===== src/hdl/dnn_pkg.sv =====
package dnn_pkg;

  // ============================================================
  // widths
  // ============================================================
  localparam int OP_WIDTH      = 16;  // one lane operand
  localparam int ACC_GUARD     = 4;   // headroom bits above the full product
  localparam int WB_ADDR_W     = 4;   // 16 weights per PU
  localparam int LAYER_PARAM_W = 5;   // group length / group count fields

  // ============================================================
  // vector types
  // ============================================================

  // signed lane operand
  typedef logic signed [OP_WIDTH-1:0] op_t;

  // lane accumulator, full product plus guard bits
  typedef logic signed [2*OP_WIDTH+ACC_GUARD-1:0] acc_t;

  // weight buffer address, also the position inside a group
  typedef logic [WB_ADDR_W-1:0] wb_addr_t;

  // group length (1..16) or group count
  typedef logic [LAYER_PARAM_W-1:0] layer_param_t;

  // ============================================================
  // controller FSM
  // ============================================================
  typedef enum logic [1:0] {
    IDLE   = 2'd0,  // waiting for start
    RUN    = 2'd1,  // popping input vectors
    DRAIN  = 2'd2,  // last vectors still in the pipe
    FINISH = 2'd3   // wait for results to leave, then done
  } ctrl_state_t;

endpackage


===== src/hdl/vectorgen.sv =====
module vectorgen
  import dnn_pkg::*;
#(
  parameter int NUM_PE   = 4,
  parameter int OP_WIDTH = dnn_pkg::OP_WIDTH
)(
  input  logic                       clk,
  input  logic                       reset,
  input  logic                       fifo_pop,
  input  logic [NUM_PE*OP_WIDTH-1:0] fifo_data,
  input  logic                       pop_first,
  input  logic                       pop_last,
  input  logic [NUM_PE-1:0]          vecgen_mask,
  output logic                       vec_valid,
  output logic [NUM_PE*OP_WIDTH-1:0] vec_data,
  output logic                       vec_first,
  output logic                       vec_last,
  output wb_addr_t                   vec_index
);

  logic [NUM_PE*OP_WIDTH-1:0] masked_data;

  // zero every lane whose mask bit is clear
  always_comb
  begin
    for (int l = 0; l < NUM_PE; l++)
      masked_data[l*OP_WIDTH +: OP_WIDTH] =
        vecgen_mask[l] ? fifo_data[l*OP_WIDTH +: OP_WIDTH] : '0;
  end

  // payload, only meaningful with vec_valid
  always_ff @(posedge clk)
  begin
    if (fifo_pop)
      vec_data <= masked_data;
  end

  // valid, group tags and position travel with the data
  always_ff @(posedge clk)
  begin
    if (reset)
    begin
      vec_valid <= 1'b0;
      vec_first <= 1'b0;
      vec_last  <= 1'b0;
      vec_index <= '0;
    end
    else
    begin
      vec_valid <= fifo_pop;
      if (fifo_pop)
      begin
        vec_first <= pop_first;
        vec_last  <= pop_last;
        if (pop_first)
          vec_index <= '0;  // new group starts at weight 0
        else
          vec_index <= vec_index + 1'b1;
      end
    end
  end

endmodule


===== config.mk =====
export PLATFORM = sky130hd
export DESIGN_NAME = vectorgen
export DESIGN_NICKNAME = d
export VERILOG_FILES = /design/src/hdl/dnn_pkg.sv /design/src/hdl/vectorgen.sv
export SDC_FILE = /design/constraint.sdc
export NUM_CORES = 1
export LEC_CHECK = 0
export BUFFER_PORTS_ARGS = -buffer_cell sky130_fd_sc_hd__buf_2
export CAP_MARGIN = 20
export CORE_UTILIZATION = 44
export CTS_CLUSTER_SIZE = 30
export DETAILED_ROUTE_END_ITERATION = 10
export PLACE_DENSITY = 0.75
export SYNTH_ARGS = -nofsm -noshare
export SYNTH_HDL_FRONTEND = slang
export SYNTH_SLANG_ARGS = --single-unit

===== constraint.sdc =====
create_clock -name clk -period 1.4 [get_ports clk]
set_clock_uncertainty 0.15 [all_clocks]
set_input_delay 0.14 -clock clk [delete_from_list [all_inputs] [get_ports clk]]
set_output_delay 0.14 -clock clk [all_outputs]
set_load 0.03 [all_outputs]

# ---- Word level (Yosys, flattened, before mapping)
# Index checks and enable logic that the tools add are counted.
dict set report op_classes {
  mux 1
  add_sub_neg 1
}
# cell n
set op_table {}
lappend op_table {{$add A4 B1 Y4 const B} 1}
lappend op_table {{$mux W4} 1}
dict set report word_totals {
  ff_bits 71
  word_cells 10
  input_bits 73
}

# ---- Depth between registers and ports, before layout
# Gate-level depths: netlist of the first run.
dict set report logic_depth {
  word_depth 2
  mapped_depth 4
  ltp_nobuf 3
}

# ---- Least setup slack after synthesis of the first run
# No wires, ideal clock.
dict set report synth_timing {
  path_type {flip-flop to flip-flop}
  startpoint {register vec_index[2]}
  endpoint {register vec_index[3]}
  setup_ps 70
  t_required_ps 1180
  n_path_buf 0
  synth_period_minus_slack_ps 1377
  stages_incl_launch_ff 4
  path_slack_ps 23
  arrival_ps 1157
  path_cell_list {dfxtp_1 nand3_1 or4_1 a21oi_1}
}
dict set report synth_via {
  elab_chain_len 2
}
# item line
set synth_lines {}
lappend synth_lines {{start, declared} vectorgen.sv:18} ;# output wb_addr_t vec_index
lappend synth_lines {{start signal, assigned} vectorgen.sv:58} ;# vec_index <= vec_index + 1'b1;
lappend synth_lines {{$add A4 B1 Y4} vectorgen.sv:58}
lappend synth_lines {{$mux W4} vectorgen.sv:55} ;# if (pop_first)
# No other way between the ends.
# A chain may end at the register's enable or synchronous reset.

# ---- Worst setup path in the final report of the first run
dict set report layout_timing {
  startpoint {input port pop_first}
  endpoint {register vec_index[3]}
}
dict set report layout_via {
  elab_chain_len 1
}
# item line
set layout_lines {}
lappend layout_lines {{start, declared} vectorgen.sv:11} ;# input logic pop_first,
lappend layout_lines {{$mux W4} vectorgen.sv:55}
# No other way between the ends.

==> reports/qor.csv, run 1 <==
stage,metric,value,unit
layout,layout filler cell count,341,
synthesis,Synth area leader,edfxtp_1,
synthesis,Syn Nets,237,
synthesis,"EDFF count, synth",64,
clock_network,post_cts resized,0,
placement,PortBufs,143,
die,Core Region,5640,um2
global_route,GRT overflow,0,
timing,RSZ-0062 raised after global routing,false,
synthesis,Synth Register Bits,71,
synthesis,synth top area cells,"edfxtp_1 (73%), and2_1 (15%), dfxtp_1 (5.3%)",
global_route,first-pass GRT wire length,9690,um
clock_network,htree depth,3,
timing,final worst path period share,0.940,
routing,DRT Wirelength,6620,um
clock_network,cts hold-fix bufs,69,
critical_path,Worst Setup EP,vec_index[3]$_SDFFE_PP0P_,
layout,"Area growth, synth to finish",63.5,%
critical_path,crit path cell chain,dlygate4sd3_1 > buf_2 > or4_1 > a21oi_1,
timing,final hold violations,0,
critical_path,Critical-path top delay cell,dlygate4sd3_1,
critical_path,CP startpoint,pop_first,
power_and_ir_drop,LEAKAGE,1.86,nW
hold_path,worst hold-check path type,in2reg,
synthesis,post-synthesis sequential area ratio,0.786,
power_and_ir_drop,peak supply drop,0.704,mV
placement,DP Wirelength,3760,um
clock_network,Post-CTS Setup Inserts,0,
critical_path,max incr delay on CP,0.53,ns
critical_path,critical path class,in2reg,
timing,Setup-failing EPs final,0,
power_and_ir_drop,PD cells,1090,nW/um2
timing,setup TNS,0,ns
routing,DRC viols,0,
power_and_ir_drop,Net Sw Power,1.21,mW
placement,RD Place Congestion,0.735,
die,Rows,27,
power_and_ir_drop,Pint,3.45,mW
routing,first-pass detailed-route iteration total,4,
critical_path,CP endpoint kind,flop,
clock_network,Skew-Pair Late Insertion Delay,0.32,ns
critical_path,CP required,1.51,ns
layout,final net count,458,
power_and_ir_drop,clock power share,0.269,
synthesis,fraction of registers with async set/reset,0,
global_route,gr usage total,0.216,
die,Starting Density,0.465,
synthesis,synth unique cells,19,
routing,vias per cell,4.50,
critical_path,"Data arrival, critical path",1.43,ns
synthesis,Synth Flop Type,edfxtp_1,
clock_network,CTS sink count,71,
critical_path,Startpoint Class,input port,
synthesis,Yosys warnings,0,
clock_network,clock buffer depth,2,
clock_network,total CTS buffers,9,
die,die footprint,6270,um2
global_route,largest net degree at the start of global routing,34,
routing,DR WL/cell,14.5,um
run,Max-Cap Viols,0,
outcome,outcome,finished clean,
layout,Diodes inserted,0,
critical_path,R2R cell count,3,
timing,minimum clock period,1.32,ns
timing,final-report max-slew violation count,0,
synthesis,top-area cell type share of the netlist area,0.733,
routing,DR vias,2061,
die,Boundary Pins,144,
power_and_ir_drop,Sw Share,0.260,
critical_path,r2r endpoint,vec_index[3]$_SDFFE_PP0P_,
timing,Worst slew margin,0.841,
routing,top layer in use,met4,
clock_network,CTS tree,yes,
power_and_ir_drop,proportion of power drawn by flip-flops and latches,0.541,
synthesis,Cells after Synth,163,
critical_path,r2r setup slk,0.13,ns
critical_path,Crit Path Max Fanout,6,
critical_path,worst r2r src,vec_index[2]$_SDFFE_PP0P_,
clock_network,CTS Root Cell,clkbuf_8,
clock_network,"Clk pin slew, worst setup/hold paths",0.06,ns
routing,DR iter-0 viols,112,
routing,ANT nets after route,0,
routing,met1 WL,2470,um
timing,Hold WS,0.0452,ns
power_and_ir_drop,Logic pwr share,0.190,
timing,Fmax,760,MHz
layout,fraction of layout cells with a size suffix above 1,0.409,
routing,routed wl met2,3660,um
timing,Slew @ Worst Pin,0.239,ns
synthesis,Synth Area per Inst,16.1,um2
die,die width,79.2,um
die,Die Y,79.2,um
synthesis,Mapped Area,2620,um2
global_route,vias in the first global route,2079,
routing,WL met3,364,um
global_route,initial antenna violation count,0,
## layout by cell type (no fill, tap or decap), drive strengths merged
cell type,n
dlygate4sd3,69
and2,64
a21oi,3
dfxtp,7
o31ai,1
nand3,2
a31oi,1
nand2,1
buf,146
inv,2
o21ai,1
nor2b,1
nand3b,1
nor3b,1
nor2,4
mux2i,3
edfxtp,64
clkbuf,10
or4,1
ha,1
clkinv,3
## worst min-delay path by stage
stage               from                   endpoint  slack (ns)  cells past startpoint
5_1_grt         fifo_pop  vec_index[0]$_SDFFE_PP0P_        0.05                      4
4_1_cts         fifo_pop  vec_index[0]$_SDFFE_PP0P_        0.03                      4
3_3_place_gp    pop_last      vec_last$_SDFFE_PP0P_        0.22                      3
6_report        fifo_pop  vec_index[0]$_SDFFE_PP0P_        0.05                      4
2_1_floorplan  pop_first  vec_index[2]$_SDFFE_PP0P_        0.09                      1
3_5_place_dp    pop_last      vec_last$_SDFFE_PP0P_        0.25                      3
## metrics by stage
step	utilization	worst slack (ns)	area [um2]	cells	power, mW
floorplan	-	0.0231	2620	163	2.99
global placement	0.613	0.209	3460	376	3.28
detailed placement	0.613	0.141	3460	376	3.29
finish	0.760	0.0839	4290	458	4.66
global route	0.760	0.0467	4290	458	4.83
CTS	0.760	0.0990	4290	458	4.68
## flip-flops by register name, indices dropped and copies added (netlist names)
register   flops
vec_index      4
vec_last       1
vec_first      1
vec_data      64
vec_valid      1
## cells in the mapped netlist (2+ instances only)
cell and n:
clkbuf_1 5, a21oi_1 3, nand3_1 2, dfxtp_1 7, nor2_1 4, edfxtp_1 64, mux2i_1 3, and2_1 64
## power by group through the flow
stage	clock, mW	sequential [mW]	combinational, mW
floorplan	0	2.90	0.0867
global placement	0	2.56	0.718
detailed placement	0	2.57	0.725
CTS	1.29	2.52	0.876
global route	1.36	2.53	0.936
finish	1.25	2.52	0.885
## critical path: cells and delay by family
family,cells,cell delay [ns]
AOI/OAI and AO/OA,1,0.13
buffers and inverters,2,0.68
and+or+nand+nor,1,0.47
## layer usage
layer,up-vias,GRT usage
li1,1015,-
met1,947,0.227
met2,87,0.407
met3,12,0.0368
met4,0,0.111
met5,-,0
## kinds of logic (layout without fill, tap and decap cells)
logic type | Yosys count | after routing | synth area share
and+or+nand+nor | 75 | 75 | 0.175
DFF | 71 | 71 | 0.786
buffers and inverters | 7 | 230 | 0.0100
AOI/OAI and AO/OA | 6 | 6 | 0.0129
muxes | 3 | 3 | 0.0115
adders and majority gates | 1 | 1 | 0.00477
## final cells by class
| cell class | instances | area [um2] | area share |
|---|---|---|---|
| clock inverters | 3 | 13.8 | 0.00321 |
| well taps | 72 | 90.1 | 0.0210 |
| repair buffers | 215 | 1450 | 0.339 |
| clock buffers | 10 | 128 | 0.0298 |
| flip-flops and latches | 71 | 2060 | 0.481 |
| multi-input cells | 85 | 534 | 0.125 |
| inverters | 2 | 7.51 | 0.00175 |
No activity file was read; power rests on OpenSTA's default activity.
==> run 2, diff against run 1 <==
--- a/config.mk
+++ b/config.mk
@@ -7,10 +7,12 @@
 export LEC_CHECK = 0
 export BUFFER_PORTS_ARGS = -buffer_cell sky130_fd_sc_hd__buf_2
 export CAP_MARGIN = 20
-export CORE_UTILIZATION = 44
+export CELL_PAD_IN_SITES_DETAIL_PLACEMENT = 1
+export CELL_PAD_IN_SITES_GLOBAL_PLACEMENT = 1
+export CORE_UTILIZATION = 30
 export CTS_CLUSTER_SIZE = 30
 export DETAILED_ROUTE_END_ITERATION = 10
-export PLACE_DENSITY = 0.75
+export PLACE_DENSITY = 0.67
 export SYNTH_ARGS = -nofsm -noshare
 export SYNTH_HDL_FRONTEND = slang
 export SYNTH_SLANG_ARGS = --single-unit
==> reports/qor.csv, run 2 (synthesized netlist as in run 1, its figures left out) <==
stage,metric,value,unit
layout,final net count,455,
layout,"Area growth, synth to finish",67.3,%
clock_network,"Clk pin slew, worst setup/hold paths",0.08,ns
global_route,vias in the first global route,2237,
critical_path,Critical-path top delay cell,dlygate4sd3_1,
layout,Diodes inserted,0,
timing,final worst path period share,0.941,
die,die width,95.5,um
critical_path,CP required,1.52,ns
clock_network,htree depth,3,
layout,"most common cell after layout, fill and taps aside",buf_2,
layout,most frequent cells in the layout,"buf_2 (142), dlygate4sd3_1 (67), and2_1 (64), edfxtp_1 (64), clkbuf_8 (9)",
timing,RSZ-0062 raised after global routing,false,
die,Core Region,8340,um2
routing,first-pass detailed-route iteration total,4,
clock_network,CTS tree,yes,
layout,Reg with most FFs,vec_data,
die,Die Y,95.5,um
layout,Largest register FFs,64,
run,Max-Cap Viols,0,
critical_path,Startpoint Class,input port,
global_route,first-pass GRT wire length,10400,um
timing,Fmax,759,MHz
global_route,GR Util met3,0.0407,
layout,fraction of layout cells with a size suffix above 1,0.415,
global_route,gr usage total,0.158,
power_and_ir_drop,peak supply drop,0.459,mV
timing,Hold WS,-0.00639,ns
clock_network,Post-CTS Setup Inserts,0,
global_route,GRT overflow,0,
die,Rows,33,
critical_path,worst r2r src,vec_index[2]$_SDFFE_PP0P_,
power_and_ir_drop,PD cells,1220,nW/um2
critical_path,"Data arrival, critical path",1.44,ns
critical_path,max incr delay on CP,0.55,ns
timing,Setup-failing EPs final,0,
timing,minimum clock period,1.32,ns
routing,DRC viols,0,
global_route,initial antenna violation count,0,
placement,DP Wirelength,4450,um
clock_network,CTS Root Cell,clkbuf_8,
outcome,outcome,"finished, violations left",
die,Boundary Pins,144,
clock_network,CTS sink count,71,
outcome,violated checks,hold timing,
placement,RD Place Congestion,0.721,
routing,ANT nets after route,0,
routing,DR vias,2075,
layout,largest registers,"vec_data (64), vec_index (4)",
critical_path,Crit Path Max Fanout,6,
power_and_ir_drop,Tot Pwr,5.34,mW
placement,PortBufs,143,
clock_network,Skew-Pair Late Insertion Delay,0.33,ns
routing,vias per cell,4.23,
die,Starting Density,0.314,
routing,DRT Wirelength,7000,um
power_and_ir_drop,LEAKAGE,1.88,nW
timing,setup TNS,0,ns
die,die footprint,9120,um2
global_route,GRT met2 Usage,0.299,
clock_network,total CTS buffers,9,
timing,Worst slew margin,0.745,
critical_path,critical path class,in2reg,
hold_path,hold path startpoint,fifo_pop,
hold_path,worst hold-check path type,in2reg,
critical_path,CP startpoint,pop_first,
global_route,GRT busiest layer,met2,
global_route,largest net degree at the start of global routing,40,
clock_network,clock buffer depth,2,
routing,DR WL/cell,14.2,um
critical_path,CP endpoint kind,flop,
critical_path,crit path cell chain,dlygate4sd3_1 > buf_2 > or4_1 > a21oi_1,
timing,final hold violations,1,
timing,final-report max-slew violation count,0,
global_route,met1 GRT Util,0.154,
routing,DR iter-0 viols,46,
timing,Slew @ Worst Pin,0.382,ns
==> run 2: repair_timing <==
item / in CTS / in global routing
gates resized for setup: 0 / 1
endpoints found under the hold margin: 71 / 0
hold buffers: 68 / 0
endpoints found under the setup margin: 0 / 1
==> run 2: critical path: cells and delay by family <==
family,cells,cell delay [ns]
AOI/OAI and AO/OA,1,0.12
buffers and inverters,2,0.71
and+or+nand+nor,1,0.46
==> run 2: per-layer routing <==
metal	up-vias	routed length [um]
met5	-	0
met4	0	167
met3	15	467
met2	96	3730
met1	959	2630
li1	1005	-
==> run 2: final cells by class <==
cell class                 instances  area, um2
fill                             902       3950
sequential                        71       2060
timing repair buffer             212       1420
multi-input combinational         85        534
tap                              105        131
clock buffer                      10        128
clock inverter                     6        108
inverter                           2       7.51
==> run 2: through the flow <==
step                      instance area [um2]  instances  worst slack, ns  hold slack, ns  utilization
final                                    4390        491           0.0821        -0.00639        0.526
after global routing                     4390        491           0.0585          0.0331        0.526
after CTS                                4390        492           0.0662          0.0424        0.527
after detailed placement                 3480        408            0.172           0.253        0.417
after global placement                   3480        408            0.191           0.222        0.417
after floorplan                          2620        163           0.0231          0.0937            -
==> run 2: worst paths after layout <==
check                                                  to  slack, ns  depth (start not counted)
worst max-delay path            vec_index[3]$_SDFFE_PP0P_       0.08                          4
worst min-delay path                 vec_valid$_SDFF_PP0_     -0.006                          3
worst max register to register  vec_index[3]$_SDFFE_PP0P_       0.15                          3
worst min register to register  vec_index[3]$_SDFFE_PP0P_       0.34                          2
==> run 2: report_power, final <==
| part | internal [mW] | total, mW | switching [mW] |
|---|---|---|---|
| logic | 0.355 | 0.880 | 0.525 |
| registers | 2.48 | 2.52 | 0.0406 |
| clock network | 1.18 | 1.94 | 0.754 |
==> run 3, diff against run 2 <==
--- a/config.mk
+++ b/config.mk
@@ -8,11 +8,11 @@
 export BUFFER_PORTS_ARGS = -buffer_cell sky130_fd_sc_hd__buf_2
 export CAP_MARGIN = 20
 export CELL_PAD_IN_SITES_DETAIL_PLACEMENT = 1
-export CELL_PAD_IN_SITES_GLOBAL_PLACEMENT = 1
-export CORE_UTILIZATION = 30
+export CELL_PAD_IN_SITES_GLOBAL_PLACEMENT = 2
+export CORE_UTILIZATION = 27
 export CTS_CLUSTER_SIZE = 30
 export DETAILED_ROUTE_END_ITERATION = 10
-export PLACE_DENSITY = 0.67
+export PLACE_DENSITY = 0.73
 export SYNTH_ARGS = -nofsm -noshare
 export SYNTH_HDL_FRONTEND = slang
 export SYNTH_SLANG_ARGS = --single-unit
==> reports/qor.csv, run 3 (synthesized netlist as in run 1, its figures left out) <==
stage,metric,value,unit
outcome,outcome,finished clean,
layout,largest registers,"vec_data (64), vec_index (4)",
layout,final net count,458,
layout,"most common cell after layout, fill and taps aside",buf_2,
timing,final hold violations,0,
routing,DR vias,2058,
critical_path,CP startpoint,pop_first,
routing,ANT nets after route,0,
die,Rows,35,
placement,PortBufs,143,
clock_network,clock buffer depth,2,
die,Core Region,9330,um2
routing,first-pass detailed-route iteration total,2,
timing,setup ws final,0.104,ns
timing,Worst slew margin,0.843,
routing,DR iter-0 viols,13,
critical_path,critical path class,in2reg,
timing,Setup-failing EPs final,0,
placement,pre-CTS setup slack,0.162,ns
layout,Finished Cell Area,4430,um2
critical_path,Crit Path Max Fanout,6,
placement,DP Wirelength,4480,um
timing,Fmax,771,MHz
critical_path,"Data arrival, critical path",1.41,ns
timing,final worst path period share,0.926,
critical_path,r2r endpoint,vec_index[3]$_SDFFE_PP0P_,
clock_network,CTS tree,yes,
global_route,gr usage total,0.146,
routing,DRT Wirelength,7180,um
timing,Hold WS,0.0228,ns
global_route,initial antenna violation count,0,
timing,setup TNS,0,ns
layout,Diodes inserted,0,
clock_network,Skew-Pair Late Insertion Delay,0.33,ns
timing,RSZ-0062 raised after global routing,false,
clock_network,"Clk pin slew, worst setup/hold paths",0.07,ns
layout,fraction of layout cells with a size suffix above 1,0.414,
die,die width,101,um
global_route,first-pass GRT wire length,10900,um
critical_path,Worst Setup EP,vec_index[3]$_SDFFE_PP0P_,
die,Boundary Pins,144,
routing,vias per cell,3.97,
power_and_ir_drop,LEAKAGE,1.89,nW
clock_network,total CTS buffers,9,
die,Die Y,101,um
power_and_ir_drop,PD cells,1170,nW/um2
timing,final-report max-slew violation count,0,
critical_path,worst r2r src,vec_index[2]$_SDFFE_PP0P_,
die,die footprint,10100,um2
routing,DR WL/cell,13.9,um
global_route,vias in the first global route,2222,
layout,most frequent cells in the layout,"buf_2 (143), dlygate4sd3_1 (69), and2_1 (64), edfxtp_1 (64), clkbuf_8 (9)",
placement,Post-DP Area,3530,um2
layout,Largest register FFs,64,
hold_path,worst hold-check path type,in2reg,
routing,DRC viols,0,
critical_path,R2R cell count,3,
critical_path,Startpoint Class,input port,
global_route,GRT overflow,0,
timing,Slew @ Worst Pin,0.235,ns
clock_network,CTS sink count,71,
global_route,largest net degree at the start of global routing,36,
critical_path,r2r setup slk,0.16,ns
layout,"Area growth, synth to finish",69.0,%
placement,RD Place Congestion,0.689,
clock_network,htree depth,3,
critical_path,CP required,1.52,ns
timing,minimum clock period,1.30,ns
run,Max-Cap Viols,0,
layout,Reg with most FFs,vec_data,
die,Starting Density,0.281,
clock_network,CTS Root Cell,clkbuf_8,
critical_path,CP endpoint kind,flop,
power_and_ir_drop,peak supply drop,0.378,mV
[run 3: power breakdown]
group          total (mW)  internal [mW]  switching [mW]
combinational       0.886          0.363           0.523
sequential           2.52           2.48          0.0412
clock                1.78          0.999           0.777
total                5.18           3.84            1.34
[run 3: what timing repair did]
action	4_1_cts	5_1_grt
hold endpoints to repair	71	0
resized for setup	0	0
hold buffers	69	0
setup buffers	0	0
[run 3: how the worst min path moves through the flow]
stage	start	to	depth (start not counted)
floorplan	pop_first	vec_index[2]$_SDFFE_PP0P_	1
global placement	pop_last	vec_last$_SDFFE_PP0P_	3
detailed placement	pop_last	vec_last$_SDFFE_PP0P_	3
CTS	fifo_pop	vec_index[2]$_SDFFE_PP0P_	4
global route	fifo_pop	vec_index[2]$_SDFFE_PP0P_	4
finish	fifo_pop	vec_index[2]$_SDFFE_PP0P_	4
[run 3: critical path, cell delays in order]
cell and delay [ns]:
dlygate4sd3_1 0.53, buf_2 0.16, or4_1 0.46, a21oi_1 0.12
[run 3: final cells by class]
class	count	area, um2
Timing Repair Buffer	215	1450
Fill cell	1038	4900
Clock buffer	10	128
Clock inverter	6	85.1
Inverter	2	7.51
Tap cell	129	161
Multi-Input combinational cell	85	534
Sequential cell	71	2060
[run 3: through the flow]
step / utilization / cells / power [mW]
after floorplan: - / 163 / 2.99
after global placement: 0.378 / 433 / 3.29
after detailed placement: 0.378 / 433 / 3.31
after CTS: 0.475 / 518 / 5.24
after global routing: 0.475 / 518 / 5.39
final: 0.475 / 518 / 5.18
[run 3: layer usage]
layer  track usage  share of wire
met5             0              0
met4        0.0602          0.014
met3        0.0347          0.054
met2         0.283           0.55
met1         0.148           0.38
